**config.mk**
```make
export PLATFORM = sky130hd
export DESIGN_NAME = mmio_uart_rx
export DESIGN_NICKNAME = d
export VERILOG_FILES = /design/src/mmio_pkg.sv /design/src/mmio_uart_rx.sv
export SDC_FILE = /design/constraint.sdc
export NUM_CORES = 1
export LEC_CHECK = 0
export BUFFER_PORTS_ARGS = -buffer_cell sky130_fd_sc_hd__buf_4
export CAP_MARGIN = 30
export CORE_ASPECT_RATIO = 0.6
export CORE_UTILIZATION = 41
export DETAILED_ROUTE_END_ITERATION = 8
export PLACE_DENSITY = 0.74
export SLEW_MARGIN = 15
export SYNTH_ARGS = -nofsm -noshare
export SYNTH_HDL_FRONTEND = slang
export SYNTH_SLANG_ARGS = --single-unit
```
**constraint.sdc**
```tcl
create_clock -name clk -period 1.7 [get_ports clk]
set_input_delay 0.085 -clock clk [delete_from_list [all_inputs] [get_ports clk]]
set_output_delay 0.085 -clock clk [all_outputs]
set_load 0.005 [all_outputs]
```
**src/mmio_pkg.sv**
```systemverilog
package mmio_pkg;

    // data path widths
    typedef logic [31:0] word_t;
    typedef logic [31:0] addr_t;
    typedef logic [7:0]  byte_t;
    typedef logic [63:0] mtime_t;

    // target chosen by the address decoder
    typedef enum logic [1:0] {
        tgt_mem,
        tgt_uart_tx,
        tgt_uart_rx,
        tgt_mtime
    } target_e;

    // data memory size in words
    localparam int mem_words     = 1024;
    localparam int mem_addr_bits = $clog2(mem_words);

    // peripheral windows, 16 bytes each
    localparam addr_t uart_tx_base = 32'h0000_1000;
    localparam addr_t uart_rx_base = 32'h0000_1010;
    localparam addr_t mtime_base   = 32'h0000_1020;
    localparam addr_t periph_span  = 32'd16;

    // serial bit period in clocks
    localparam int clks_per_bit = 16;
    localparam int baud_bits    = $clog2(clks_per_bit);

endpackage
```
**src/mmio_uart_rx.sv**
```systemverilog
`timescale 1ns/1ps

module mmio_uart_rx (
    input  logic            clk,
    input  logic            rst_n,
    input  logic            cmd_start,
    input  logic            write,
    input  mmio_pkg::addr_t offset,
    input  logic            uart_rx,
    output logic            cmd_ready,
    output mmio_pkg::word_t rdata,
    output logic            rdata_valid
);

    typedef enum logic [1:0] {
        rx_idle,
        rx_start,
        rx_data,
        rx_stop
    } uart_rx_state_e;

    uart_rx_state_e                 state;
    logic                           rx_meta;
    logic                           rx_sync;
    logic [mmio_pkg::baud_bits-1:0] baud_cnt;
    logic [2:0]                     bit_idx;
    mmio_pkg::byte_t                shift_reg;
    mmio_pkg::byte_t                rx_byte;
    logic                           rx_valid;
    logic                           bit_done;
    logic                           half_done;

    assign bit_done  = int'(baud_cnt) == mmio_pkg::clks_per_bit - 1;
    assign half_done = int'(baud_cnt) == mmio_pkg::clks_per_bit / 2 - 1;
    assign cmd_ready = 1'b1;

    always_ff @(posedge clk) begin
        if (!rst_n) begin
            rx_meta     <= 1'b1;
            rx_sync     <= 1'b1;
            state       <= rx_idle;
            baud_cnt    <= '0;
            bit_idx     <= '0;
            rx_valid    <= 1'b0;
            rdata_valid <= 1'b0;
        end else begin
            rx_meta     <= uart_rx;
            rx_sync     <= rx_meta;
            rdata_valid <= cmd_start && !write;
            baud_cnt    <= bit_done ? '0 : baud_cnt + 1'b1;

            if (cmd_start && !write) begin
                rdata <= {23'h0, rx_valid, rx_byte};
                // offset 0 pops the byte, other offsets only peek
                if (offset[3:2] == 2'b00)
                    rx_valid <= 1'b0;
            end

            case (state)
                rx_idle: begin
                    baud_cnt <= '0;
                    if (!rx_sync)
                        state <= rx_start;
                end
                rx_start: begin
                    // recheck at mid bit to reject glitches
                    if (half_done) begin
                        baud_cnt <= '0;
                        bit_idx  <= '0;
                        state    <= rx_sync ? rx_idle : rx_data;
                    end
                end
                rx_data: begin
                    if (bit_done) begin
                        shift_reg <= {rx_sync, shift_reg[7:1]};
                        bit_idx   <= bit_idx + 1'b1;
                        if (bit_idx == 3'd7)
                            state <= rx_stop;
                    end
                end
                default: begin
                    if (bit_done) begin
                        if (rx_sync) begin
                            rx_byte  <= shift_reg;
                            rx_valid <= 1'b1;
                        end
                        state <= rx_idle;
                    end
                end
            endcase
        end
    end

endmodule

```
==> summary.md <==
| Metric | Value |
|---|---|
| CP required | 1.70 ns |
| Count of buffers inserted at the top-level ports | 16 |
| Buffer count from post-CTS setup fixing | 0 |
| Num CTS Buffers | 5 |
| H-tree depth | 2 |
| Number of flip-flops under the largest register name | 9 |
| Average routed wire per standard cell | 12.7 um |
| Post-synthesis instance area | 1570 um2 |
| Iteration count of the initial detailed-routing pass | 4 |
| Worst Slack Setup Final | 0.117 ns |
| Count of standard-cell rows | 16 |
| Post-route setup TNS | 0 ns |
| Commonest non-fill, non-tap cell in the layout | edfxtp_1 |
| ANT cells | 0 |
| Hold path cells | 2 |
| Clock transition at the registers of the reported paths | 0.07 ns |
| Synthesized netlist cell count | 119 |
| Clk sinks | 38 |
| Pwr/cell area | 1070 nW/um2 |
| Category of the worst setup path launch point | register |
| Area delta synth->final | 16.3% |
| Endpoint, Worst Hold | rx_sync |
| Commonest non-fill, non-tap cells in the layout | 25 x edfxtp_1, 24 x conb_1, 20 x buf_4 |
| Placeable core region | 3440 um2 |
| Cell type contributing the most total cell area after synthesis | edfxtp_1 |
| Register-to-Register Setup Slack | 0.12 ns |
| Placed wire-length estimate after detailed placement | 1670 um |
| Portion of the clock cycle consumed by the worst path in the final layout | 93.1% |
| Number of pins with negative max-slew slack in the final report | 0 |
| First-pass GRT wire length | 3820 um |
| Area of all placed cells without fillers | 1830 um2 |
| Main synth FF type | edfxtp_1 |
| Antenna violations before repair | 0 |
| Detailed-route wire length | 2410 um |
| Worst Setup End Kind | register |
| Worst reg2reg endpoint | rx_byte[2] |
| Via count | 908 |
| Remaining routing DRC violations | 0 |
| Maximum number of pins on one net before global-route repair | 14 |
| Seq/Total Area, Yosys | 64.4% |
| IR drop worst, VDD | 635 uV |
| Drt initial violations | 38 |
| R2R depth | 5 |
| Die width | 81.9 um |
| Worst slack after detailed placement | 0.0644 ns |
| Number of hold violations in the final report | 0 |
| Vertical die dimension | 49.9 um |
| Initial cell density of the core | 45.6% |
| Number of synthesized flops with an enable pin | 25 |
| Maximum fanout along the worst path | 8 |
| Highest Clock Rate | 632 MHz |
| Count of different cell masters after synthesis | 32 |
| All-Layer GR Usage | 13.2% |
| Via count of the first global-routing pass | 856 |
| Clock tree from TritonCTS | done |
| Final-stage net count | 184 |
| Average footprint of a synthesized cell | 13.2 um2 |
| Post-route minimum period | 1.58 ns |
| Buffer levels on the longest clock path | 2 |
| Endpoint arrival time on the critical path | 1.58 ns |
| Buffer type at the clock tree root | clkbuf_8 |
| Final number of setup-violating endpoints | 0 |
| Top Ports | 71 |
| Top cells by area, synth | edfxtp_1 48%, dfxtp_1 17%, buf_4 12% |
| Register bit count reported by yosys | 38 |
| Share of post-route cells with drive strength above 1 | 24.8% |
| Worst hold start | rst_n |
| Remaining global-route overflow | 0 |
| Placer Congestion | 0.858 |
| Critical setup path kind | register to register |
| Placed instance area | 1670 um2 |
| Fraction of registers with async set or reset after synthesis | 0% |
| Yosys warns | 0 |
| Number of instances in the placed design | 180 |
| Pleak | 0.000697 uW |
| Clock latency on the worst-skew pair | 0.29 ns |
| Via density per instance | 4.78 |
| Yosys top cell area share | 47.8% |
| Result of the run | completed |
| Number of antenna-violating nets in the routed design | 0 |
| Total Power Consumption | 1960 uW |
| RSZ-0062 raised after global routing | false |
| Number of max-cap violations | 0 |
| Classification of the worst-slack hold path | input port to register |
| Setup clock skew after layout | 0.00550 ns |
| Die outline area | 4090 um2 |
| Count of placed standard cells in the final layout, fillers left out | 190 |
| Reg2reg start | baud_cnt[0] |
-- synthesized netlist by cell type (all sizes together), types with 3 or more instances --
library cell / n
dfxtp: 13
edfxtp: 25
or2b: 3
o21ai: 6
nand3: 5
buf: 26
a21oi: 5
ha: 3
nand4b: 3
nor3: 6
-- power by group --
part	leakage, uW	total, uW	internal, uW	switching [uW]
registers	0.000332	1000	987	15.4
clock network	0.0000658	881	580	300
logic	0.000299	74.7	34.5	40.2
total	0.000697	1960	1600	356
-- routing by layer --
layer / track usage, % / wire (um) / part of all wire [%]
met2: 20.4 / 1130 / 47
met4: 7.31 / 31 / 1.3
met3: 5.56 / 168 / 7.0
met1: 15.4 / 1080 / 45
met5: 0 / 0 / 0
-- critical path: stages (launching register included) --
cell and delay (ns):
dfxtp_1 0.36, ha_2 0.26, and3_2 0.25, nand3_1 0.11, nor3_2 0.12, buf_4 0.19
-- repair_timing --
item                                    CTS  global route
hold endpoints to repair                  2             0
endpoints found under the setup margin    0             8
gates resized for setup                   0             1
hold buffers                              2             0
-- metrics by stage --
step / util [%] / hold WS, ns
after CTS: 52.9 / 0.00569
after floorplan: - / 0.158
final: 53.0 / 0.0143
after detailed placement: 48.5 / 0.275
after global routing: 53.0 / 0.00902
after global placement: 48.5 / 0.268
-- layout make-up --
type                            instances  area, um2
Multi-Input combinational cell         74        443
Clock buffer                            5       68.8
Timing Repair Buffer                   22        170
Tap cell                               45       56.3
Fill cell                             303       1620
Clock inverter                          3       63.8
Sequential cell                        38       1010
Inverter                                3       12.5
-- logic make-up (layout without fill, tap and decap cells) --
family / count (synthesis) / after routing / share of synthesized area, %
AOI/OAI and AO/OA: 16 / 16 / 6.37
DFF: 38 / 38 / 64.4
xor gates and xnor gates: 1 / 1 / 0.558
adders and majority gates: 3 / 3 / 2.39
and+or+nand+nor: 30 / 30 / 12.4
buffers and inverters: 29 / 33 / 13.5
other: 2 / 24 / 0.478
-- worst max path at each step --
stage / depth (start not counted) / from / endpoint
2_1_floorplan: 4 / baud_cnt[0] / rx_byte[0]
3_3_place_gp: 5 / baud_cnt[0] / rx_byte[1]
3_5_place_dp: 5 / baud_cnt[0] / rx_byte[1]
4_1_cts: 5 / baud_cnt[0] / rx_byte[1]
5_1_grt: 5 / baud_cnt[0] / rx_byte[1]
6_report: 5 / baud_cnt[0] / rx_byte[2]
(Power assumes the default switching activity.)
