## src/mmio_pkg.sv

```systemverilog
package mmio_pkg;

    // data path widths
    typedef logic [31:0] word_t;
    typedef logic [31:0] addr_t;
    typedef logic [7:0]  byte_t;
    typedef logic [63:0] mtime_t;

    // target chosen by the address decoder
    typedef enum logic [1:0] {
        tgt_mem,
        tgt_uart_tx,
        tgt_uart_rx,
        tgt_mtime
    } target_e;

    // data memory size in words
    localparam int mem_words     = 1024;
    localparam int mem_addr_bits = $clog2(mem_words);

    // peripheral windows, 16 bytes each
    localparam addr_t uart_tx_base = 32'h0000_1000;
    localparam addr_t uart_rx_base = 32'h0000_1010;
    localparam addr_t mtime_base   = 32'h0000_1020;
    localparam addr_t periph_span  = 32'd16;

    // serial bit period in clocks
    localparam int clks_per_bit = 16;
    localparam int baud_bits    = $clog2(clks_per_bit);

endpackage
```

## src/mem_map_ctrl.sv

```systemverilog
`timescale 1ns/1ps

module mem_map_ctrl (
    input  logic            clk,
    input  logic            rst_n,
    input  logic            cmd_start,
    input  logic            write,
    input  mmio_pkg::addr_t addr,
    input  mmio_pkg::word_t wdata,
    output logic            cmd_ready,
    output mmio_pkg::word_t rdata,
    output logic            rdata_valid,

    output logic            mem_start,
    output logic            mem_write,
    output mmio_pkg::addr_t mem_addr,
    output mmio_pkg::word_t mem_wdata,
    input  logic            mem_ready,
    input  mmio_pkg::word_t mem_rdata,
    input  logic            mem_rdata_valid,

    output logic            uart_tx_start,
    output logic            uart_tx_write,
    output mmio_pkg::addr_t uart_tx_offset,
    output mmio_pkg::word_t uart_tx_wdata,
    input  logic            uart_tx_ready,
    input  mmio_pkg::word_t uart_tx_rdata,
    input  logic            uart_tx_rdata_valid,

    output logic            uart_rx_start,
    output logic            uart_rx_write,
    output mmio_pkg::addr_t uart_rx_offset,
    output mmio_pkg::word_t uart_rx_wdata,
    input  logic            uart_rx_ready,
    input  mmio_pkg::word_t uart_rx_rdata,
    input  logic            uart_rx_rdata_valid,

    output logic            mtime_start,
    output logic            mtime_write,
    output mmio_pkg::addr_t mtime_offset,
    output mmio_pkg::word_t mtime_wdata,
    input  logic            mtime_ready,
    input  mmio_pkg::word_t mtime_rdata,
    input  logic            mtime_rdata_valid
);

    mmio_pkg::target_e live_tgt;
    mmio_pkg::target_e saved_tgt;
    logic              accept;

    function automatic logic in_window(mmio_pkg::addr_t a, mmio_pkg::addr_t base);
        return (a >= base) && (a < base + mmio_pkg::periph_span);
    endfunction

    // anything outside the peripheral windows is memory
    always_comb begin
        if (in_window(addr, mmio_pkg::uart_tx_base))
            live_tgt = mmio_pkg::tgt_uart_tx;
        else if (in_window(addr, mmio_pkg::uart_rx_base))
            live_tgt = mmio_pkg::tgt_uart_rx;
        else if (in_window(addr, mmio_pkg::mtime_base))
            live_tgt = mmio_pkg::tgt_mtime;
        else
            live_tgt = mmio_pkg::tgt_mem;
    end

    // start only reaches a target once the previous command has finished
    assign accept = cmd_start && cmd_ready;

    assign mem_start     = accept && (live_tgt == mmio_pkg::tgt_mem);
    assign uart_tx_start = accept && (live_tgt == mmio_pkg::tgt_uart_tx);
    assign uart_rx_start = accept && (live_tgt == mmio_pkg::tgt_uart_rx);
    assign mtime_start   = accept && (live_tgt == mmio_pkg::tgt_mtime);

    assign mem_write     = write && (live_tgt == mmio_pkg::tgt_mem);
    assign uart_tx_write = write && (live_tgt == mmio_pkg::tgt_uart_tx);
    assign uart_rx_write = write && (live_tgt == mmio_pkg::tgt_uart_rx);
    assign mtime_write   = write && (live_tgt == mmio_pkg::tgt_mtime);

    assign mem_addr       = addr;
    assign uart_tx_offset = addr - mmio_pkg::uart_tx_base;
    assign uart_rx_offset = addr - mmio_pkg::uart_rx_base;
    assign mtime_offset   = addr - mmio_pkg::mtime_base;

    assign mem_wdata     = wdata;
    assign uart_tx_wdata = wdata;
    assign uart_rx_wdata = wdata;
    assign mtime_wdata   = wdata;

    always_ff @(posedge clk) begin
        if (!rst_n)
            saved_tgt <= mmio_pkg::tgt_mem;
        else if (accept)
            saved_tgt <= live_tgt;
    end

    // response path follows the target that took the last command
    always_comb begin
        case (saved_tgt)
            mmio_pkg::tgt_uart_tx: begin
                cmd_ready   = uart_tx_ready;
                rdata       = uart_tx_rdata;
                rdata_valid = uart_tx_rdata_valid;
            end
            mmio_pkg::tgt_uart_rx: begin
                cmd_ready   = uart_rx_ready;
                rdata       = uart_rx_rdata;
                rdata_valid = uart_rx_rdata_valid;
            end
            mmio_pkg::tgt_mtime: begin
                cmd_ready   = mtime_ready;
                rdata       = mtime_rdata;
                rdata_valid = mtime_rdata_valid;
            end
            default: begin
                cmd_ready   = mem_ready;
                rdata       = mem_rdata;
                rdata_valid = mem_rdata_valid;
            end
        endcase
    end

endmodule

```

## config.mk

```make
export PLATFORM = sky130hd
export DESIGN_NAME = mem_map_ctrl
export DESIGN_NICKNAME = d
export VERILOG_FILES = /design/src/mmio_pkg.sv /design/src/mem_map_ctrl.sv
export SDC_FILE = /design/constraint.sdc
export NUM_CORES = 1
export LEC_CHECK = 0
export ABC_AREA = 1
export BUFFER_PORTS_ARGS = -buffer_cell sky130_fd_sc_hd__buf_2
export CORE_AREA = 2 2 197 199
export CTS_CLUSTER_DIAMETER = 100
export CTS_CLUSTER_SIZE = 30
export DETAILED_ROUTE_END_ITERATION = 8
export DIE_AREA = 0 0 199 201
export HOLD_SLACK_MARGIN = 0.02
export MAX_ROUTING_LAYER = met4
export PLACE_DENSITY = 0.37
export SKIP_LAST_GASP = 1
export SYNTH_ARGS = -nofsm -noshare
export SYNTH_HDL_FRONTEND = slang
export SYNTH_SLANG_ARGS = --single-unit
```

## constraint.sdc

```tcl
create_clock -name clk -period 4.4 [get_ports clk]
set_input_delay 0.66 -clock clk [delete_from_list [all_inputs] [get_ports clk]]
set_output_delay 0.66 -clock clk [all_outputs]
set_load 0.02 [all_outputs]
```

==> results <==
- The arrival time of data at the critical path endpoint is 2.54 ns.
- Across the run, the number of max-cap violations was 0.
- After synthesis, the cell types taking the most area are buf_4 (32%), nand2_1 (18%), xor2_1 (14%), nand4_1 (5.5%), nor2_1 (5.4%).
- The register with the most flip-flops in the layout has 2 of them.
- The number of hold violations in the final report is 0.
- For this run, the slowest stage of the critical path takes ~0.30 ns.
- Among all stages on the critical path, the largest delay is contributed by ha_1.
- The wire length of the first global-routing pass is a little under 30,000 um.
- The number of buffers created by CTS is 3.
- The die footprint is 0.0400 sq mm.
- The net count of the mapped netlist is 934.
- The number of distinct library cell variants in the gate-level netlist after synthesis is 31.
- The critical path goes through buf_2 -> inv_2 -> ha_1 -> inv_1 -> nor2_4 -> nand2_1 -> nor2_2 -> nand2_1 -> nor2_1 -> xor2_1 -> buf_2.
- Setup repair after global routing left no endpoint under its margin.
- The deepest level of the CTS H-tree is 1.
- Together, buffers and inverters on the worst path number 4.
- The number of failing setup endpoints in the final timing report is 0.
- The average instance in the mapped netlist occupies 5.87 sq um.
- The number of input and output port buffers inserted is ~340.
- The area growth from synthesis to layout is 24.5%.
- The most instantiated library cell after synthesis is nand2_1.
- During synthesis, Yosys emitted a total of 0 warnings.
- The routed design has ~21,000 um of wire.
- The sequential-to-total area share from yosys stat is 0.945%.
- No sink is reached through more buffers than the 2 on the longest clock path.
- The number of top-level pins is between 500 and 600.
- The critical path required time is 3.74 ns.
- The total global routing track utilization is roughly 10%.
- The clock net in this run drives a total of 2 sinks.
- The total of flip-flops plus latches after synthesis is 2.
- In this design, the largest share of critical-path delay is due to buffers and inverters.
- The final period demand of the worst path is 3.20 ns.
- The async set or reset register ratio after synthesis is 0%.
- The post-route DRC violation count is 0.
- Measured against its own limit, the worst slew margin works out to approximately 27%.
- The starting density of the core is 11.1%.
- The final standard cell count with taps included and fillers excluded is 1,393.
- Dividing total power by cell area gives a power density of 133 mW/mm^2.
- The number of enable flip-flop cells after synthesis is 0.
- In this run the worst hold path is classified as reg2reg.
- The top flip-flop cell by instance count after synthesis is dfxtp_1.
- The type of the worst setup path is in2out.
- The DRC violation total after the first TritonRoute iteration is 266.
- The largest net degree at the start of global routing is 35.
- TritonCTS built the clock tree.
- The number of gates resized after CTS was 0.
- After clock tree synthesis, the flow added hold-fix buffers numbering 0.
- For this run, the post-layout net count is 1,088.
- The synthesized netlist occupies a cell area of 0.00424 sq mm.
- The initial antenna violation count is 2.
- The clock reaches the later pin of the worst-skew pair after between 0.2 and 0.25 ns.
- The post-route netlist has 47.4% of its cells at a drive strength greater than 1.
- After global routing the overflow that remains totals 0.
- After detailed placement, the total cell area comes to 0.00520 sq mm.
- The height of the die is roughly 200 um.
- After routing the design area is between 0.005 and 0.006 sq mm.
- The worst setup path is captured at an output port.
- In the final timing run, aggregate negative setup slack is 0 ns.
- The clock root buffer master is clkbuf_16.
- The post-CTS repair timing setup buffer count is 0.
- The largest registers in the layout are saved_tgt: 2 flops.
- The width of the die is 199 um.
- The detail-routed net length per standard cell is 14.9 um.
- The dominant cell type by area after synthesis is buf_4.
- In this run the core area contains 72 standard-cell rows.
- Along the worst path, the maximum fanout reaches 9.
- Synthesis produced a netlist whose cell count is around 720.
- The run finished with clean final reports.
- The total area inside the core boundary comes to 0.0381 sq mm.
- Of the available clock period, the critical path in the final layout requires between 70% and 80%.
- The worst setup skew after layout is 0.00153 ns.
- After clock tree synthesis, the clock-pin slew on the worst setup and hold paths is ~0.030 ns.
- The critical path startpoint category is a primary input.
- The total placed cells including tap cells is 1,389.
- The maximum VDD drop is ~0.051 mV.
- The number of nets with antenna violations after detailed routing is 0.
- By count the netlist is led by nand2_1 (202), buf_4 (181), xor2_1 (68), nor2_1 (61), inv_1 (56).
- Summed over all cells, the static leakage comes to roughly 2.7 nW.
- At the pin with the least slew margin, the transition time is 1.09 ns.
- The area share of the leading cell type in the synthesized netlist is 32.1%.
- The top achievable clock speed is 0.312 GHz.
- Summed over all nets, the half-perimeter wirelength after detailed placement is 18,600 um.
- The mean number of vias per cell is roughly 3.4.
- The via count of the first global-routing pass was 4,547.
- The final max-slew violation count came to 0.
- The number of detailed-routing iterations run before antenna repair is 6.
- The total via count in the routed design is around 4,800.
- Ranked by flip-flop count, first place goes to saved_tgt.
- The weighted congestion at the end of routability-driven global placement is 0.809.
final cells by class:
type | count | area, sq um
repair buffers | 345 | 1740
multi-input cells | 454 | 2510
flip-flops and latches | 2 | 40.0
inverters | 70 | 264
well taps | 518 | 648
fillers | 4547 | 32800
clock buffers | 3 | 75.1
diodes | 1 | 2.50
tightest hold or removal path, stage by stage (launching register included):
cell and delay (ns):
dfxtp_1 0.39, nand2_1 0.12, a21oi_2 0.05
final timing paths:
kind           startpoint                 end  slack, ns  depth (start not counted)
max              addr[12]  uart_tx_offset[28]       1.20                         11
max reg2reg  saved_tgt[0]        saved_tgt[1]       2.50                          9
min reg2reg  saved_tgt[1]        saved_tgt[1]       0.61                          2
min          saved_tgt[1]        saved_tgt[1]       0.61                          2
layer usage:
layer,GRT usage (%),vias to the layer above,part of all wire [%]
met4,2.77,0,2.3
met2,16.0,208,48
met5,-,-,0
met3,1.88,54,7.0
li1,-,2336,-
met1,12.7,2174,43
cells in the final DEF (no fill, tap or decap), drive strengths merged, types with 2 or more instances in the layout:
master / instances
nand2: 222
nor2: 83
nand3: 12
dfxtp: 2
nand4: 37
a21oi: 6
nor3: 7
xor2: 68
clkbuf: 3
buf: 345
inv: 68
o21ai: 8
clkinv: 2
ha: 8
cell families (layout without fill, tap and decap cells):
| family | count (synthesis) | after routing | share of synthesized area [%] |
|---|---|---|---|
| XOR/XNOR | 68 | 68 | 14.1 |
| AND/OR/NAND/NOR | 361 | 361 | 39.8 |
| other | 0 | 1 | 0 |
| buffers and inverters | 266 | 418 | 39.9 |
| AO/OA/AOI/OAI | 17 | 17 | 2.95 |
| flip-flops | 2 | 2 | 0.945 |
| adder cells (fa/ha/maj) | 8 | 8 | 2.36 |
power breakdown:
group	leakage [nW]	switching [mW]	total [mW]	internal (mW)
Sequential	0.0163	0.00117	0.0202	0.0190
Clock	0.0370	0.0208	0.136	0.116
Combinational	2.64	0.363	0.545	0.183
Total	2.69	0.385	0.702	0.317
stage by stage:
step / power, mW / setup WS, ns / hold slack [ns] / utilization [%]
floorplan: 0.512 / 1.58 / 0.584 / -
global placement: 0.573 / 1.20 / 0.605 / 13.6
detailed placement: 0.571 / 1.22 / 0.610 / 13.6
CTS: 0.711 / 1.21 / 0.613 / 13.8
global route: 0.748 / 1.05 / 0.654 / 13.8
finish: 0.702 / 1.20 / 0.614 / 13.8
No activity file was read; power rests on OpenSTA's default activity.
