File: src/mmio_pkg.sv
package mmio_pkg;

    // data path widths
    typedef logic [31:0] word_t;
    typedef logic [31:0] addr_t;
    typedef logic [7:0]  byte_t;
    typedef logic [63:0] mtime_t;

    // target chosen by the address decoder
    typedef enum logic [1:0] {
        tgt_mem,
        tgt_uart_tx,
        tgt_uart_rx,
        tgt_mtime
    } target_e;

    // data memory size in words
    localparam int mem_words     = 1024;
    localparam int mem_addr_bits = $clog2(mem_words);

    // peripheral windows, 16 bytes each
    localparam addr_t uart_tx_base = 32'h0000_1000;
    localparam addr_t uart_rx_base = 32'h0000_1010;
    localparam addr_t mtime_base   = 32'h0000_1020;
    localparam addr_t periph_span  = 32'd16;

    // serial bit period in clocks
    localparam int clks_per_bit = 16;
    localparam int baud_bits    = $clog2(clks_per_bit);

endpackage
File: src/mmio_mtime_reg.sv
`timescale 1ns/1ps

module mmio_mtime_reg (
    input  logic             clk,
    input  logic             rst_n,
    input  logic             cmd_start,
    input  logic             write,
    input  mmio_pkg::addr_t  offset,
    input  mmio_pkg::word_t  wdata,
    input  mmio_pkg::mtime_t mtime,
    output logic             cmd_ready,
    output mmio_pkg::word_t  rdata,
    output logic             rdata_valid,
    output mmio_pkg::mtime_t mtimecmp
);

    mmio_pkg::word_t read_word;

    assign cmd_ready = 1'b1;

    // 0 and 4 mtime, 8 and 12 mtimecmp
    always_comb begin
        case (offset[3:2])
            2'd0:    read_word = mtime[31:0];
            2'd1:    read_word = mtime[63:32];
            2'd2:    read_word = mtimecmp[31:0];
            default: read_word = mtimecmp[63:32];
        endcase
    end

    always_ff @(posedge clk) begin
        if (!rst_n) begin
            // all ones keeps the timer from matching
            mtimecmp    <= '1;
            rdata_valid <= 1'b0;
        end else begin
            rdata_valid <= cmd_start && !write;
            if (cmd_start && write) begin
                if (offset[3:2] == 2'd2)
                    mtimecmp[31:0] <= wdata;
                else if (offset[3:2] == 2'd3)
                    mtimecmp[63:32] <= wdata;
            end
        end
    end

    always_ff @(posedge clk) begin
        if (cmd_start && !write)
            rdata <= read_word;
    end

endmodule

File: config.mk
export PLATFORM = sky130hd
export DESIGN_NAME = mmio_mtime_reg
export DESIGN_NICKNAME = d
export VERILOG_FILES = /design/src/mmio_pkg.sv /design/src/mmio_mtime_reg.sv
export SDC_FILE = /design/constraint.sdc
export NUM_CORES = 1
export LEC_CHECK = 0
export ABC_CLOCK_PERIOD_IN_PS = 1600
export BUFFER_PORTS_ARGS = -buffer_cell sky130_fd_sc_hd__buf_2
export CORE_MARGIN = 2
export CORE_UTILIZATION = 44
export CTS_CLUSTER_SIZE = 24
export DETAILED_ROUTE_END_ITERATION = 6
export PLACE_DENSITY_LB_ADDON = 0.2
export SYNTH_ARGS = -nofsm -noshare
export SYNTH_HDL_FRONTEND = slang
export SYNTH_SLANG_ARGS = --single-unit
export TNS_END_PERCENT = 30
File: constraint.sdc
create_clock -name clk -period 1.6 [get_ports clk]
set_input_delay 0.16 -clock clk [delete_from_list [all_inputs] [get_ports clk]]
set_output_delay 0.16 -clock clk [all_outputs]
set_load 0.1 [all_outputs]
==> results.json, run 1 <==
{
  "outcome": "finished clean",
  "gp_congestion": 0.730,
  "synth_top_area_cell": "dfxtp_1",
  "timing.setup.tns_ns": 0,
  "routed_via_density": 4.84,
  "cts.sinks": 97,
  "ctsResizeCount": 0,
  "critical_path_class": "reg -> out",
  "yosysMostFrequentCell": "nor2b_1",
  "finalWirelength_mm": 10.5,
  "antenna_found_initial": 0,
  "utilization_pct": 57.4,
  "syn_inst": 322,
  "max_slew_margin_pct": 61.2,
  "switching_share_pct": 29.3,
  "synth_seq_cells": 97,
  "dieWidth_um": 105,
  "end_kind": "output port",
  "grt-ovfl-total": 0,
  "dieArea_um2": 11100,
  "holdWs_ns": 0.0566,
  "cp.arrival_ns": 1.19,
  "crit_buf_inv": 1,
  "power.switching_mw": 1.63,
  "synthTopCellsByArea": "dfxtp_1 29%, edfxtp_1 21%, mux4_2 16%",
  "routedWlPerCell_um": 16.0,
  "combPwrFrac_pct": 19.7,
  "cts.root.buffer_cell": "clkbuf_8",
  "top_layer": "met4",
  "vias": 3167,
  "finalNetCount": 646,
  "skew_ns": 0.00679,
  "drc": 0,
  "worstMarginPinSlew_ns": 0.580,
  "syn_nets": 454,
  "grt_pass1_wl_mm": 16.7,
  "pin_count": 230,
  "dp_cells": 639,
  "seqPwrFrac_pct": 47.9,
  "antenna_left": 0,
  "routed-wl-met2_mm": 5.44,
  "rows": 37,
  "dp_slack_ns": 0.121,
  "p_clk_share_pct": 32.4,
  "cts_tree": "done",
  "grt_use_total_pct": 19.2,
  "synth-seq-area-share_pct": 50.0,
  "ir_drop_uv": 532,
  "path_cells": "buf_2",
  "max_stage_delay_ns": 0.45,
  "holdCritPathClass": "in -> reg",
  "cts_setup_buffers": 0,
  "core_area_um2": 10100,
  "first_pass_iters": 4,
  "worst_path_max_delay_cell": "buf_2",
  "layoutNonFillerInstCount": 655,
  "dieHeight_um": 105,
  "cap_violations": 0,
  "finalCriticalPeriod_ns": 1.35,
  "rsz0062_at_grt": "false",
  "grt_pass1_vias": 3347,
  "finalHoldViolCount": 0,
  "p_leak_nw": 2.37,
  "cp.required_ns": 1.44,
  "htreeDepth": 3,
  "dr_wl_met3_um": 637,
  "crit_family": "buffers and inverters",
  "syn2layout_area_growth_pct": 28.6,
  "drive_above_1_share_pct": 49.5,
  "clk_pin_slew_ns": 0.10,
  "ys_types": 18,
  "diodes": 0,
  "synthFlopType": "dfxtp_1",
  "ys_top_cells_by_count": "96 x nor2b_1, 65 x dfxtp_1, 64 x mux2i_1",
  "postCtsHoldBufs": 0,
  "drt_iter0_drc": 77,
  "drv_slew": 0,
  "cp-start-kind": "flip-flop",
  "wl_met1_mm": 4.22,
  "nFillCells": 856,
  "clock_latency_ns": 0.36,
  "dp_hpwl_mm": 7.65,
  "min_period_over_period_pct": 84.5,
  "numPortBuffers": 198,
  "p_per_area_nw_per_um2": 955,
  "cts_made_buffers": 9,
  "yosysTopAreaCellShare_pct": 28.8,
  "avgSynthCellArea_um2": 14.0,
  "clockBufferDepth": 2,
  "start_util_pct": 44.6,
  "synth_area_um2": 4520,
  "crit_path_max_fanout": 3,
  "setup_viol": 0,
  "max_freq_mhz": 740,
  "fin_ws_ns": 0.248,
  "p_int_mw": 3.93,
  "synth_warnings": 0,
  "ys_async_sr_fraction_pct": 0,
  "synth_edf_count": 32,
  "grt_max_degree": 98
}
[power groups by stage]
| stage | combinational (mW) | clock, mW | sequential (mW) |
|---|---|---|---|
| floorplan | 0.336 | 0 | 3.23 |
| global placement | 1.09 | 0 | 2.71 |
| detailed placement | 1.10 | 0 | 2.72 |
| CTS | 1.10 | 1.86 | 2.66 |
| global route | 1.15 | 1.95 | 2.67 |
| finish | 1.09 | 1.80 | 2.66 |
[per-layer routing]
metal | vias up | GRT usage, %
met5 | - | 0
met2 | 97 | 34.2
met4 | 0 | 5.90
li1 | 1541 | -
met1 | 1514 | 22.0
met3 | 15 | 5.81
[final timing paths]
kind                     start            to  slack, ns  cells past startpoint
setup reg to reg  mtimecmp[17]     rdata[17]       0.53                      1
hold / removal        wdata[6]  mtimecmp[38]       0.06                      3
hold reg to reg   mtimecmp[38]  mtimecmp[38]       0.54                      2
setup / recovery  mtimecmp[48]  mtimecmp[48]       0.25                      1
[sequential cells by signal, summed over array words and instances (netlist names)]
signal,cells
rdata_valid,1
mtimecmp,64
rdata,32
[cell usage in the layout, fill, tap and decap left out]
master,netlist,routed
and2_1,1,1
and2b_2,1,1
and4_1,1,1
and4b_2,1,1
buf_12,3,4
buf_2,3,198
buf_4,3,5
bufinv_16,0,2
clkbuf_1,9,1
clkbuf_16,0,1
clkbuf_8,0,9
clkinv_1,0,1
clkinv_2,0,1
clkinvlp_4,0,1
conb_1,1,1
dfxtp_1,65,65
edfxtp_1,32,32
mux2i_1,64,64
mux4_2,32,32
nand4_4,1,1
nand4b_4,1,1
nor2b_1,96,96
[metrics by stage]
step           power, mW  cell area [um2]
2_1_floorplan       3.57             4520
3_3_place_gp        3.80             5590
3_5_place_dp        3.82             5590
4_1_cts             5.63             5820
5_1_grt             5.76             5820
6_report            5.56             5820
[kinds of logic after synthesis]
| family | synth area share, % |
|---|---|
| flops | 50.0 |
| mux | 30.1 |
| buf+inv | 4.76 |
| simple gates | 15.0 |
| other cells | 0.0829 |
[area by class of cell]
type	count	area, um2	share of cell area (%)
Sequential cell	97	2260	38.9
Tap cell	136	170	2.93
Clock inverter	5	76.3	1.31
Timing Repair Buffer	207	1110	19.1
Clock buffer	11	153	2.62
Multi-Input combinational cell	199	2050	35.2
(Power assumes the default switching activity.)
==> inputs of run 2 (changes only) <==
--- a/config.mk
+++ b/config.mk
@@ -5,10 +5,10 @@
 export SDC_FILE = /design/constraint.sdc
 export NUM_CORES = 1
 export LEC_CHECK = 0
-export ABC_CLOCK_PERIOD_IN_PS = 1600
+export ABC_CLOCK_PERIOD_IN_PS = 1200
 export BUFFER_PORTS_ARGS = -buffer_cell sky130_fd_sc_hd__buf_2
 export CORE_MARGIN = 2
-export CORE_UTILIZATION = 44
+export CORE_UTILIZATION = 41
 export CTS_CLUSTER_SIZE = 24
 export DETAILED_ROUTE_END_ITERATION = 6
 export PLACE_DENSITY_LB_ADDON = 0.2
==> constraint.sdc (replaced) <==
create_clock -name clk -period 1.2 [get_ports clk]
set_input_delay 0.12 -clock clk [delete_from_list [all_inputs] [get_ports clk]]
set_output_delay 0.12 -clock clk [all_outputs]
set_load 0.1 [all_outputs]
==> run 2 against run 1 <==
Compared with the run above:
- final cell count grew 1.8%
- core utilization grew 3.8 points
- clock skew is essentially flat
- clock power grew 20%
- first-iteration DRC count shrank 21%
- die area grew 7.0%
- highest routed layer unchanged
==> results.json, run 2 (synthesis results as in run 1) <==
{
  "path_cells": "buf_4",
  "cp.arrival_ns": 1.02,
  "dieHeight_um": 109,
  "cp-start-kind": "flip-flop",
  "finalHoldViolCount": 0,
  "cts_setup_buffers": 0,
  "crit_buf_inv": 1,
  "dp_hpwl_mm": 7.95,
  "crit_family": "flip-flops",
  "grt_pass1_wl_mm": 16.6,
  "outcome": "finished clean",
  "drv_slew": 0,
  "pin_count": 230,
  "cap_violations": 0,
  "drive_above_1_share_pct": 62.4,
  "min_period_over_period_pct": 95.3,
  "max_stage_delay_ns": 0.37,
  "routed_via_density": 4.91,
  "diodes": 0,
  "vias": 3276,
  "timing.setup.tns_ns": 0,
  "grt_pass1_vias": 3297,
  "cts.sinks": 97,
  "final_area_um2": 6600,
  "setup_viol": 0,
  "regMostFlops": "mtimecmp",
  "p_leak_nw": 2.66,
  "grt_max_degree": 67,
  "largest_register_ffs": 64,
  "p_per_area_nw_per_um2": 1090,
  "holdCritPathClass": "in -> reg",
  "cts_made_buffers": 9,
  "clockBufferDepth": 2,
  "crit_path_max_fanout": 3,
  "reg.largest.list": "mtimecmp: 64 flops, rdata: 32 flops, rdata_valid: 1 flops",
  "numPortBuffers": 198,
  "end_kind": "output port",
  "placed_cell_area_um2": 6170,
  "grt_use_total_pct": 18.4,
  "antenna_found_initial": 0,
  "antenna_left": 0,
  "dp_cells": 649,
  "max_freq_mhz": 875,
  "power.total_mw": 7.21,
  "ir_drop_uv": 544,
  "htreeDepth": 3,
  "finalWirelength_mm": 10.9,
  "fin_ws_ns": 0.0570,
  "cts.root.buffer_cell": "clkbuf_8",
  "skew_ns": 0.00661,
  "rsz0062_at_grt": "false",
  "routedWlPerCell_um": 16.4,
  "utilization_pct": 61.1,
  "worst_path_max_delay_cell": "dfxtp_4",
  "cp.required_ns": 1.08,
  "layout_common_cells": "101 x buf_2, 96 x nor2b_1, 87 x buf_4",
  "syn2layout_area_growth_pct": 45.8,
  "start_util_pct": 41.9,
  "dieWidth_um": 109,
  "final_common_cell": "buf_2",
  "holdWs_ns": 0.0128,
  "first_pass_iters": 5,
  "drt_iter0_drc": 61,
  "finalCriticalPeriod_ns": 1.14,
  "drc": 0,
  "rows": 38,
  "grt-ovfl-total": 0,
  "core_area_um2": 10800,
  "layoutNonFillerInstCount": 667,
  "cts_tree": "done",
  "clk_pin_slew_ns": 0.09,
  "critical_path_class": "reg -> out",
  "dp_slack_ns": -0.0922,
  "clock_latency_ns": 0.37,
  "dieArea_um2": 11900,
  "gp_congestion": 0.751,
  "finalNetCount": 654
}
[run 2: power breakdown]
part	switching (mW)	total (mW)	internal, mW
Combinational	1.03	1.59	0.568
Clock	1.14	2.16	1.02
Sequential	0.0587	3.46	3.40
Total	2.22	7.21	4.99
[run 2: worst paths after layout]
| check | from | to | slack [ns] | depth (start not counted) |
|---|---|---|---|---|
| setup reg to reg | mtimecmp[40] | rdata[8] | 0.12 | 1 |
| setup / recovery | mtimecmp[49] | mtimecmp[49] | 0.06 | 1 |
| hold / removal | wdata[12] | mtimecmp[12] | 0.01 | 3 |
| hold reg to reg | mtimecmp[42] | mtimecmp[42] | 0.53 | 2 |
[run 2: area by class of cell]
| class | instances | area [um2] |
|---|---|---|
| fill | 839 | 4200 |
| sequential | 97 | 2490 |
| multi-input combinational | 199 | 2050 |
| timing repair buffer | 215 | 1680 |
| tap | 140 | 175 |
| clock buffer | 10 | 138 |
| clock inverter | 6 | 66.3 |
[run 2: timing repair]
action                                 CTS  global route
hold buffers                             2             0
endpoints found under the hold margin    2             0
gates resized for setup                 80             0
setup endpoints to repair               80             0
[run 2: per-layer routing]
layer  global-route usage, %  up-vias  wire length (um)
met5                       0        -                 0
met4                    8.15        0               235
met3                    4.24       15               837
met1                    21.7     1564              4450
met2                    32.1      132              5390
li1                        -     1565                 -
