<file path="src/mmio_pkg.sv">
package mmio_pkg;

    // data path widths
    typedef logic [31:0] word_t;
    typedef logic [31:0] addr_t;
    typedef logic [7:0]  byte_t;
    typedef logic [63:0] mtime_t;

    // target chosen by the address decoder
    typedef enum logic [1:0] {
        tgt_mem,
        tgt_uart_tx,
        tgt_uart_rx,
        tgt_mtime
    } target_e;

    // data memory size in words
    localparam int mem_words     = 1024;
    localparam int mem_addr_bits = $clog2(mem_words);

    // peripheral windows, 16 bytes each
    localparam addr_t uart_tx_base = 32'h0000_1000;
    localparam addr_t uart_rx_base = 32'h0000_1010;
    localparam addr_t mtime_base   = 32'h0000_1020;
    localparam addr_t periph_span  = 32'd16;

    // serial bit period in clocks
    localparam int clks_per_bit = 16;
    localparam int baud_bits    = $clog2(clks_per_bit);

endpackage
</file>
<file path="src/mmio_uart_tx.sv">
`timescale 1ns/1ps

module mmio_uart_tx (
    input  logic            clk,
    input  logic            rst_n,
    input  logic            cmd_start,
    input  logic            write,
    input  mmio_pkg::addr_t offset,
    input  mmio_pkg::word_t wdata,
    output logic            cmd_ready,
    output mmio_pkg::word_t rdata,
    output logic            rdata_valid,
    output logic            uart_tx
);

    typedef enum logic [1:0] {
        tx_idle,
        tx_start,
        tx_data,
        tx_stop
    } uart_tx_state_e;

    uart_tx_state_e                 state;
    logic [mmio_pkg::baud_bits-1:0] baud_cnt;
    logic [2:0]                     bit_idx;
    mmio_pkg::byte_t                shift_reg;
    mmio_pkg::byte_t                sent_cnt;
    logic                           bit_done;

    assign bit_done  = int'(baud_cnt) == mmio_pkg::clks_per_bit - 1;
    // busy for the whole frame, which stalls the requester
    assign cmd_ready = (state == tx_idle);

    always_ff @(posedge clk) begin
        if (!rst_n) begin
            state       <= tx_idle;
            baud_cnt    <= '0;
            bit_idx     <= '0;
            sent_cnt    <= '0;
            uart_tx     <= 1'b1;
            rdata_valid <= 1'b0;
        end else begin
            rdata_valid <= 1'b0;
            baud_cnt    <= bit_done ? '0 : baud_cnt + 1'b1;
            case (state)
                tx_idle: begin
                    baud_cnt <= '0;
                    if (cmd_start && !write) begin
                        rdata       <= {24'h0, sent_cnt};
                        rdata_valid <= 1'b1;
                    end else if (cmd_start && offset[3:2] == 2'b00) begin
                        // only the data register at offset 0 sends
                        shift_reg <= wdata[7:0];
                        uart_tx   <= 1'b0;
                        state     <= tx_start;
                    end
                end
                tx_start: begin
                    if (bit_done) begin
                        uart_tx   <= shift_reg[0];
                        shift_reg <= {1'b0, shift_reg[7:1]};
                        bit_idx   <= '0;
                        state     <= tx_data;
                    end
                end
                tx_data: begin
                    if (bit_done) begin
                        bit_idx <= bit_idx + 1'b1;
                        if (bit_idx == 3'd7) begin
                            uart_tx <= 1'b1;
                            state   <= tx_stop;
                        end else begin
                            uart_tx   <= shift_reg[0];
                            shift_reg <= {1'b0, shift_reg[7:1]};
                        end
                    end
                end
                default: begin
                    if (bit_done) begin
                        sent_cnt <= sent_cnt + 1'b1;
                        state    <= tx_idle;
                    end
                end
            endcase
        end
    end

endmodule

</file>
<file path="config.mk">
export PLATFORM = sky130hd
export DESIGN_NAME = mmio_uart_tx
export DESIGN_NICKNAME = d
export VERILOG_FILES = /design/src/mmio_pkg.sv /design/src/mmio_uart_tx.sv
export SDC_FILE = /design/constraint.sdc
export NUM_CORES = 1
export LEC_CHECK = 0
export ABC_CLOCK_PERIOD_IN_PS = 2300
export BUFFER_PORTS_ARGS = -buffer_cell sky130_fd_sc_hd__buf_2
export CAP_MARGIN = 20
export CORE_UTILIZATION = 39
export DETAILED_ROUTE_END_ITERATION = 10
export PLACE_DENSITY = 0.79
export SLEW_MARGIN = 20
export SYNTH_ARGS = -nofsm -noshare
export SYNTH_HDL_FRONTEND = slang
export SYNTH_SLANG_ARGS = --single-unit
</file>
<file path="constraint.sdc">
create_clock -name clk -period 2.3 [get_ports clk]
set_clock_uncertainty 0.15 [all_clocks]
set_input_delay 0.46 -clock clk [delete_from_list [all_inputs] [get_ports clk]]
set_output_delay 0.46 -clock clk [all_outputs]
set_load 0.01 [all_outputs]
</file>
==> impl_results.md, run 1 <==
* Run status: finished clean
* Crit-path max FO at 8
* Core area at 0.00414 mm^2
* Tcrit/Tclk final at between 90% and 100%
* Synth Instances at between 150 and 200
* Setup_tns at 0 ps
* Slack of the critical path at between 150 and 200 ps
* Most frequent cells in the layout: conb_1 (24), buf_2 (24), dfxtp_1 (19)
* Max Clock Freq at roughly 470 MHz
* CTS clk-pin slew, worst paths at about 70 ps
* Die width at 68.9 um
* Setup slack at placement at 63.7 ps
* Final setup fails at 0
* CP endpoint kind: flip-flop
* Slew Limit Fails at 0
* CTS Buffer Depth at 2
* Vias per cell at 4.68
* Crit-path max cell delay at 420 ps
* ANT nets after route at 0
* Slowest-stage cell, CP: dfxtp_1
* Worst skew pair latency at 290 ps
* Storage element area at 861 um^2
* # fillers at 405
* Syn Area/Cell at around 11 um^2
* Root Buffer Master: clkbuf_8
* DRC Markers at 0
* Nets at approximately 260
* Clk sinks at 35
* Detailed placement HPWL at 2060 um
* GRT Total Usage at 13.4%
* CTS tree: done
* Kind of critical path: flip-flop to flip-flop
* Worst IR Drop VDD at approximately 0.39 mV
* Via count at 1109
* Minimum clock period at 2150 ps
* Leak at 0.000854 uW
* # Max-Cap Violations at 0
* Share of layout cells above drive strength 1 at 25.7%
* Placed cells at 229
* Post-route insts no fill at 237
* Initial Util at 42.1%
* Router iterations before antenna repair at 3
* PwrDens at ~770 mW/mm^2
* Largest net degree at the start of global routing at 12
* Hold buffer count at cts at 0
* Final Hold Viols at 0
* Hold Path Class: flip-flop to flip-flop
* Number of synthesis warnings at 0
* Crit path DAT at around 2000 ps
* Drt total wl at 2650 um
* Routed len/inst at 11.2 um
* Required time worst endpoint at ~2200 ps
* Rows at 23
* Area taken by multi-input logic gates at around 770 um^2
* Post-synthesis sequential area ratio at approximately 49%
* Post-synthesis register bit count at 35
* DRT iter0 DRCs at between 40 and 50
* Overflow after GRT at 0
* Area grow syn2layout at 11.5%
* Cts bufs inserted at 5
* CP startpoint kind: flip-flop
* Die H at about 70 um
* Hold WS at 296 ps
* Fin util at a little under half
* Synthesized area at around 0.0017 mm^2
* Yosys cell types at 37
* IO Pins at slightly above 100
* Post-synth EDFFs at 16
* Antenna diode count at 0
* Most used DFF post-synth: dfxtp_1
* Post-synthesis async set-or-reset flop share at 0%
* Die area at roughly 0.0047 mm^2
* H-tree levels at 2
* Vias in the first global route at roughly 1100
* I/O Buffers at 24
* Crit path cell chain: inv_1 > ha_1 > or2_2 > a221oi_2 > and3_1 > buf_4
* GPL Wtd Cong at 0.734
* Global-route wire length before repair at around 4500 um
* Initial antenna violation count at 0
[cell families after synthesis]
logic type               share of synthesized area, %
AND/OR/NAND/NOR                                  17.1
flip-flops                                       49.3
buffers and inverters                            12.1
AO/OA/AOI/OAI                                    4.87
adder cells (fa/ha/maj)                          7.17
multiplexers                                     5.66
XOR/XNOR                                         3.51
other                                           0.215
[synth_stat cells (4+ instances only)]
cell type / n / area [um^2]
and2_1: 5 / 31.3
buf_4: 24 / 180
dfxtp_1: 19 / 380
edfxtp_1: 16 / 480
ha_1: 10 / 125
inv_1: 4 / 15.0
mux2_2: 7 / 78.8
nand2_1: 10 / 37.5
nand3_1: 9 / 45.0
nor2_1: 6 / 22.5
nor2b_1: 4 / 25.0
xor2_1: 4 / 35.0
[final timing paths]
check / startpoint / to / cells after the start / slack (ps)
max reg2reg: state[0] / shift_reg[7] / 6 / 150
min reg2reg: baud_cnt[0] / baud_cnt[0] / 1 / 300
max: state[0] / shift_reg[7] / 6 / 150
min: baud_cnt[0] / baud_cnt[0] / 1 / 300
[cell type report]
cell class,instances,area share (%)
flip-flops and latches,35,44.2
inverters,4,0.771
repair buffers,29,8.10
multi-input cells,111,39.3
clock inverters,2,0.643
clock buffers,6,3.73
well taps,50,3.21
[critical path: cells and delay by family (launching register included)]
kind	cells	cell delay (ps)
DFF	1	420
buffers and inverters	2	280
AOI/OAI and AO/OA	1	300
adders and majority gates	1	210
and+or+nand+nor	2	510
[through the flow]
| stage | power, uW | instance area (um^2) |
|---|---|---|
| final | 1490 | 1950 |
| after detailed placement | 1070 | 1860 |
| after CTS | 1500 | 1940 |
| after floorplan | 1000 | 1830 |
| after global routing | 1570 | 1950 |
| after global placement | 1060 | 1860 |
[where the power goes]
part | switching [uW] | internal, uW | total (uW) | leakage [uW]
clock | 221 | 211 | 433 | 0.0000412
combinational | 170 | 153 | 322 | 0.000511
sequential | 23.4 | 712 | 735 | 0.000302
total | 414 | 1080 | 1490 | 0.000854
[routing by layer]
layer	up-vias	track usage, %	part of all wire (%)
li1	551	-	-
met3	7	4.44	5.3
met1	516	13.9	41
met5	-	0	0
met2	35	23.7	51
met4	0	7.65	2.2
[repair_timing]
action	in CTS	in global routing
gates resized for setup	0	1
endpoints found under the setup margin	0	8
setup buffers	0	0
(Power assumes the default switching activity.)
==> run 2, diff against run 1 <==
--- a/config.mk
+++ b/config.mk
@@ -11,6 +11,7 @@
 export CORE_UTILIZATION = 39
 export DETAILED_ROUTE_END_ITERATION = 10
 export PLACE_DENSITY = 0.79
+export REMOVE_ABC_BUFFERS = 1
 export SLEW_MARGIN = 20
 export SYNTH_ARGS = -nofsm -noshare
 export SYNTH_HDL_FRONTEND = slang
==> run 2 against run 1 <==
  * Critical path depth unchanged
  * Power up 8.6%
  * Worst setup slack better by 11 ps
  * Register-to-register slack about the same
  * Via count up 0.63%
  * Die area unchanged
  * Cell count down 0.42%
  * Non-clock buffer count down 1
==> impl_results.md, run 2 (synthesis gave the netlist of run 1 again) <==
* IO Pins at slightly above 100
* Final Power at 1620 uW
* GPL Wtd Cong at roughly 0.76
* Hold path startpoint: baud_cnt[0]
* Tcrit/Tclk final at roughly 93%
* Global-route wire length before repair at between 4000 and 5000 um
* Overflow after GRT at 0
* Crit path DAT at roughly 2000 ps
* R2R cell count at 6
* Core area at a little over 0.004 mm^2
* Detailed placement HPWL at about 1900 um
* Initial Util at between 40 and 50%
* Antenna diode count at 0
* Largest net degree at the start of global routing at 21
* Vias in the first global route at between 900 and 1000
* Vias per cell at roughly 4.7
* Share of layout cells above drive strength 1 at 25.8%
* Worst R2R Setup Slack at 160 ps
* CTS Buffer Depth at 2
* Required time worst endpoint at ~2200 ps
* Via count at between 1000 and 1500
* Met3 wire len at around 160 um
* Met1 Wirelength at about 1200 um
* H-tree levels at 2
* Die width at between 60 and 70 um
* Routed len/inst at roughly 11 um
* Slew Limit Fails at 0
* Postcts setup bufs at 0
* WHS Endpoint: baud_cnt[0]
* Nets at 263
* DR top layer: met4
* CP startpoint kind: flip-flop
* I/O Buffers at 24
* CTS tree: done
* Die H at around 70 um
* Worst skew pair latency at 280 ps
* # Max-Cap Violations at 0
* Reg2reg start: state[0]
* Terminus of the critical flop-to-flop path: shift_reg[0]
* Worst IR Drop VDD at 0.339 mV
* Clk sinks at 35
* CTS clk-pin slew, worst paths at around 70 ps
* Area grow syn2layout at 13.0%
* Leak at 0.000869 uW
* Rows at 23
* Crit-path max FO at 5
* Run status: finished clean
* Root Buffer Master: clkbuf_8
* WHS Path Cells at 1
* DRT iter0 DRCs at 34
* CP endpoint kind: flip-flop
* Setup_tns at 0 ps
* WL met2 at around 1300 um
* Max Clock Freq at 468 MHz
* GRT Total Usage at 13.1%
* Most frequent cells in the layout: conb_1 (24), buf_2 (24), dfxtp_1 (19)
* Minimum clock period at roughly 2100 ps
* Hold Path Class: flip-flop to flip-flop
* Router iterations before antenna repair at 4
* Cts bufs inserted at 5
* Initial antenna violation count at 0
* PwrDens at around 820 mW/mm^2
* Kind of critical path: flip-flop to flip-flop
* DRC Markers at 0
* Final setup fails at 0
* Die area at between 0.004 and 0.005 mm^2
* RSZ-0062 raised after global routing: no
* Final Hold Viols at 0
* ANT nets after route at 0
* Drt total wl at between 2000 and 3000 um
[run 2: how the worst max path moves through the flow]
stage	startpoint	end	slack, ps	depth (start not counted)
finish	state[0]	shift_reg[0]	160	6
global route	state[1]	shift_reg[1]	30	6
CTS	state[0]	shift_reg[7]	80	6
detailed placement	state[0]	shift_reg[7]	90	6
global placement	state[0]	shift_reg[7]	90	6
floorplan	state[0]	shift_reg[0]	160	5
[run 2: metal layers]
layer,up-vias,global-route usage (%)
met5,-,0
met2,38,21.6
met1,521,15.1
li1,550,-
met4,0,6.89
met3,7,3.95
[run 2: area by class of cell]
class	instances	area (um^2)
Fill cell	397	2170
Sequential cell	35	861
Multi-Input combinational cell	111	766
Timing Repair Buffer	28	150
Clock buffer	6	82.6
Tap cell	50	62.6
Clock inverter	2	35.0
Inverter	4	15.0
[run 2: where the power goes]
group | switching (uW) | internal (uW) | total [uW]
clock | 206 | 350 | 557
sequential | 22.0 | 712 | 734
combinational | 174 | 154 | 329
total | 403 | 1220 | 1620
[run 2: timing repair]
item                                   CTS  global route
hold buffers                             0             0
endpoints found under the hold margin    0             0
gates resized for setup                  0             1
setup endpoints to repair                0             8
[run 2: critical path: stages, from the launching register on]
cell,delay [ps]
dfxtp_1,410
inv_1,100
ha_1,210
or2_2,310
a221oi_2,310
and3_1,230
buf_4,140
[run 2: metrics by stage]
step | worst slack [ps] | hold WS (ps) | area (um^2) | std cells | util (%)
2_1_floorplan | 163 | 268 | 1640 | 150 | -
4_1_cts | 75.6 | 298 | 1970 | 236 | 47.4
6_report | 161 | 297 | 1970 | 236 | 47.6
3_3_place_gp | 91.3 | 283 | 1850 | 228 | 44.6
3_5_place_dp | 86.8 | 289 | 1850 | 228 | 44.6
5_1_grt | 32.0 | 323 | 1970 | 236 | 47.6
==> run 3, diff against run 2 <==
--- a/config.mk
+++ b/config.mk
@@ -5,12 +5,14 @@
 export SDC_FILE = /design/constraint.sdc
 export NUM_CORES = 1
 export LEC_CHECK = 0
+export ABC_AREA = 1
 export ABC_CLOCK_PERIOD_IN_PS = 2300
 export BUFFER_PORTS_ARGS = -buffer_cell sky130_fd_sc_hd__buf_2
 export CAP_MARGIN = 20
-export CORE_UTILIZATION = 39
+export CORE_UTILIZATION = 40
 export DETAILED_ROUTE_END_ITERATION = 10
-export PLACE_DENSITY = 0.79
+export GPL_TIMING_DRIVEN = 0
+export PLACE_DENSITY = 0.8
 export REMOVE_ABC_BUFFERS = 1
 export SLEW_MARGIN = 20
 export SYNTH_ARGS = -nofsm -noshare
==> run 3 against run 2 <==
  * Critical path depth decreased by 1
  * Worst setup slack improved by 89 ps
  * Hold slack got worse by 8.7 ps
  * Highest routed layer unchanged
  * Non-clock buffer count decreased by 4
  * Largest cell class unchanged
  * Power increased by 13%
  * Combinational power increased by 83%
  * Sequential share of layout area decreased by 0.38 points
==> impl_results.md, run 3 <==
* CP Launch Point: state[0]
* DRC Markers at 0
* IO Pins at roughly 100
* Hold Path Class: input pin to flip-flop
* GRT Total Usage at about an eighth
* Routed len/inst at approximately 9.6 um
* Hold buffer count at cts at 0
* Clk sinks at 35
* Synth top cells by count: nand2_1 (51), buf_4 (24), inv_1 (24), nor2_1 (24), dfxtp_1 (19)
* Minimum clock period at a little over 2000 ps
* Global-route wire length before repair at about 5000 um
* Crit path DAT at between 1500 and 2000 ps
* Simple-Gate Fraction of Synth Area at between 20% and 30%
* Multiplexer share of the synthesized area at 0%
* Met3 Use GR at 3.49%
* Crit path cell chain: inv_1 > ha_1 > o21ai_0 > nand3_1 > nor3_4
* Most used DFF post-synth: dfxtp_1
* Worst IR Drop VDD at between 0.4 and 0.5 mV
* WP buf/inv at 1
* RSZ-0062 raised after global routing: no
* Met1 Track Usage GR at 16.4%
* Compound-Gate Fraction of Synth Area at under 10%
* Kind of critical path: flip-flop to flip-flop
* Met2 global-route usage at between 20 and 25%
* Commonest non-fill, non-tap cell in the layout: nand2_1
* Post-DP Area at 0.00189 mm^2
* R2R cell count at 5
* Synth Area in Adders at just under 7%
* Postcts setup bufs at 0
* Leak at roughly 0.00095 uW
* Storage element area at roughly 860 um^2
* Area taken by multi-input logic gates at 764 um^2
* Nets at roughly 320
* Required time worst endpoint at between 2000 and 2500 ps
* Vias per cell at ~4.4
* Initial antenna violation count at 0
* # Max-Cap Violations at 0
* Root Buffer Master: clkbuf_8
* Core area at roughly 0.0044 mm^2
* Slew Limit Fails at 0
* Overflow after GRT at 0
* Largest family of logic cells by synthesized area: simple AND/OR/NAND/NOR gates
* Largest net degree at the start of global routing at 14
* Area grow syn2layout at 9.43%
* CP top delay family: simple AND/OR/NAND/NOR gates
* I/O Buffers at 24
* Headroom to the max-slew limit at between 50% and 60%
* Reg2reg start: state[0]
* Most frequent cells in the layout: nand2_1 (51), inv_1 (24), nor2_1 (24), conb_1 (24), buf_2 (24)
* Vias in the first global route at around 1200
* Slew @ Worst Pin at approximately 630 ps
* Count leader, synth: nand2_1
* Slowest-stage cell, CP: dfxtp_1
* Syn Area/Cell at slightly below 9 um^2
* Router iterations before antenna repair at 4
* GPL Wtd Cong at between 0.8 and 0.9
* CTS Buffer Depth at 2
* Hold WS at 288 ps
* Post-synthesis async set-or-reset flop share at 0%
* Final setup fails at 0
* GR peak layer: met2
* Run status: finished clean
* H-tree levels at 2
* Crit-path max FO at 8
* Drt total wl at 2800 um
* Synth Instances at between 200 and 250
* CTS clk-pin slew, worst paths at around 70 ps
* Terminus of the critical flop-to-flop path: shift_reg[7]
* ANT nets after route at 0
* Setup crit end: shift_reg[7]
* CTS tree: done
* Die H at 69.4 um
* Final Power at roughly 1800 uW
* Number of synthesis warnings at 0
* Post-synth EDFFs at 16
* Die area at ~0.0048 mm^2
* Via count at between 1000 and 1500
* Synth top area share at a little over a quarter
* Tcrit/Tclk final at around nine tenths
* Die width at between 60 and 70 um
* Crit-path max cell delay at ~400 ps
* Final Cell Area at ~0.0020 mm^2
* PwrDens at slightly above 900 mW/mm^2
* Max Clock Freq at between 400 and 500 MHz
* Final Hold Viols at 0
* Initial Util at 41.8%
* Levels on crit path at 5
* Rows at 24
* Antenna diode count at 0
* Post-synthesis sequential area ratio at a little under half
* Synthesized area at ~0.0018 mm^2
* Cts bufs inserted at 5
* CP startpoint kind: flip-flop
* Hold path startpoint: wdata[2]
* CP endpoint kind: flip-flop
* Yosys cell types at 26
* Share of layout cells above drive strength 1 at roughly 17%
* Worst skew pair latency at between 200 and 300 ps
* DRT iter0 DRCs at 77
* Worst R2R Setup Slack at between 200 and 250 ps
* Detailed placement HPWL at 2090 um
* # fillers at 430
* Cells taking the most area after synthesis: edfxtp_1 (26%), dfxtp_1 (21%), nand2_1 (11%)
* Synth area leader: edfxtp_1
* XOR/XNOR Fraction of Synth Area at 0.482%
* Post-synthesis register bit count at 35
-- run 3: worst min-delay path by stage --
stage | to | depth (start not counted) | slack (ps)
3_5_place_dp | rdata[7] | 0 | 280
2_1_floorplan | rdata[7] | 0 | 260
3_3_place_gp | rdata[7] | 0 | 260
5_1_grt | shift_reg[2] | 3 | 300
4_1_cts | shift_reg[1] | 3 | 280
6_report | shift_reg[2] | 3 | 290
-- run 3: stage by stage --
step / utilization [%] / setup WS, ps / setup TNS (ps) / std cells
6_report: 45.7 / 250 / 0 / 291
5_1_grt: 45.7 / 50.2 / 0 / 291
4_1_cts: 45.5 / 94.8 / 0 / 291
3_5_place_dp: 43.5 / -313 / -2500 / 283
3_3_place_gp: 43.5 / -231 / -1840 / 283
2_1_floorplan: - / 171 / 0 / 207
-- run 3: kinds of logic (layout without fill, tap and decap cells) --
kind of cell,Yosys count,in the layout
fa+ha+maj,10,10
other cells,1,24
buf+inv,51,57
flops,35,35
xor+xnor,1,1
simple gates,93,93
compound gates,19,19
-- run 3: cell type report --
class | count | area share, %
Inverter | 25 | 4.72
Multi-Input combinational cell | 147 | 38.4
Timing Repair Buffer | 24 | 6.04
Tap cell | 52 | 3.27
Clock inverter | 2 | 0.629
Sequential cell | 35 | 43.3
Clock buffer | 6 | 3.65
-- run 3: what timing repair did --
item | CTS | global route
endpoints found under the hold margin | 0 | 0
setup endpoints to repair | 8 | 8
resized for setup | 1 | 1
-- run 3: power breakdown --
part / total (uW) / internal, uW / switching (uW)
registers: 800 / 763 / 37.2
logic: 603 / 197 / 406
clock network: 433 / 211 / 221
total: 1840 / 1170 / 664
-- run 3: layer usage --
layer	part of all wire, %	up-vias
met5	0	-
met3	5.3	4
met4	1.8	0
li1	-	670
met1	49	558
met2	44	46
-- run 3: worst reg2reg max path, cell delays in order (launching register included) --
cell and delay (ps):
dfxtp_1 390, inv_1 110, ha_1 270, o21ai_0 170, nand3_1 220, nor3_4 380
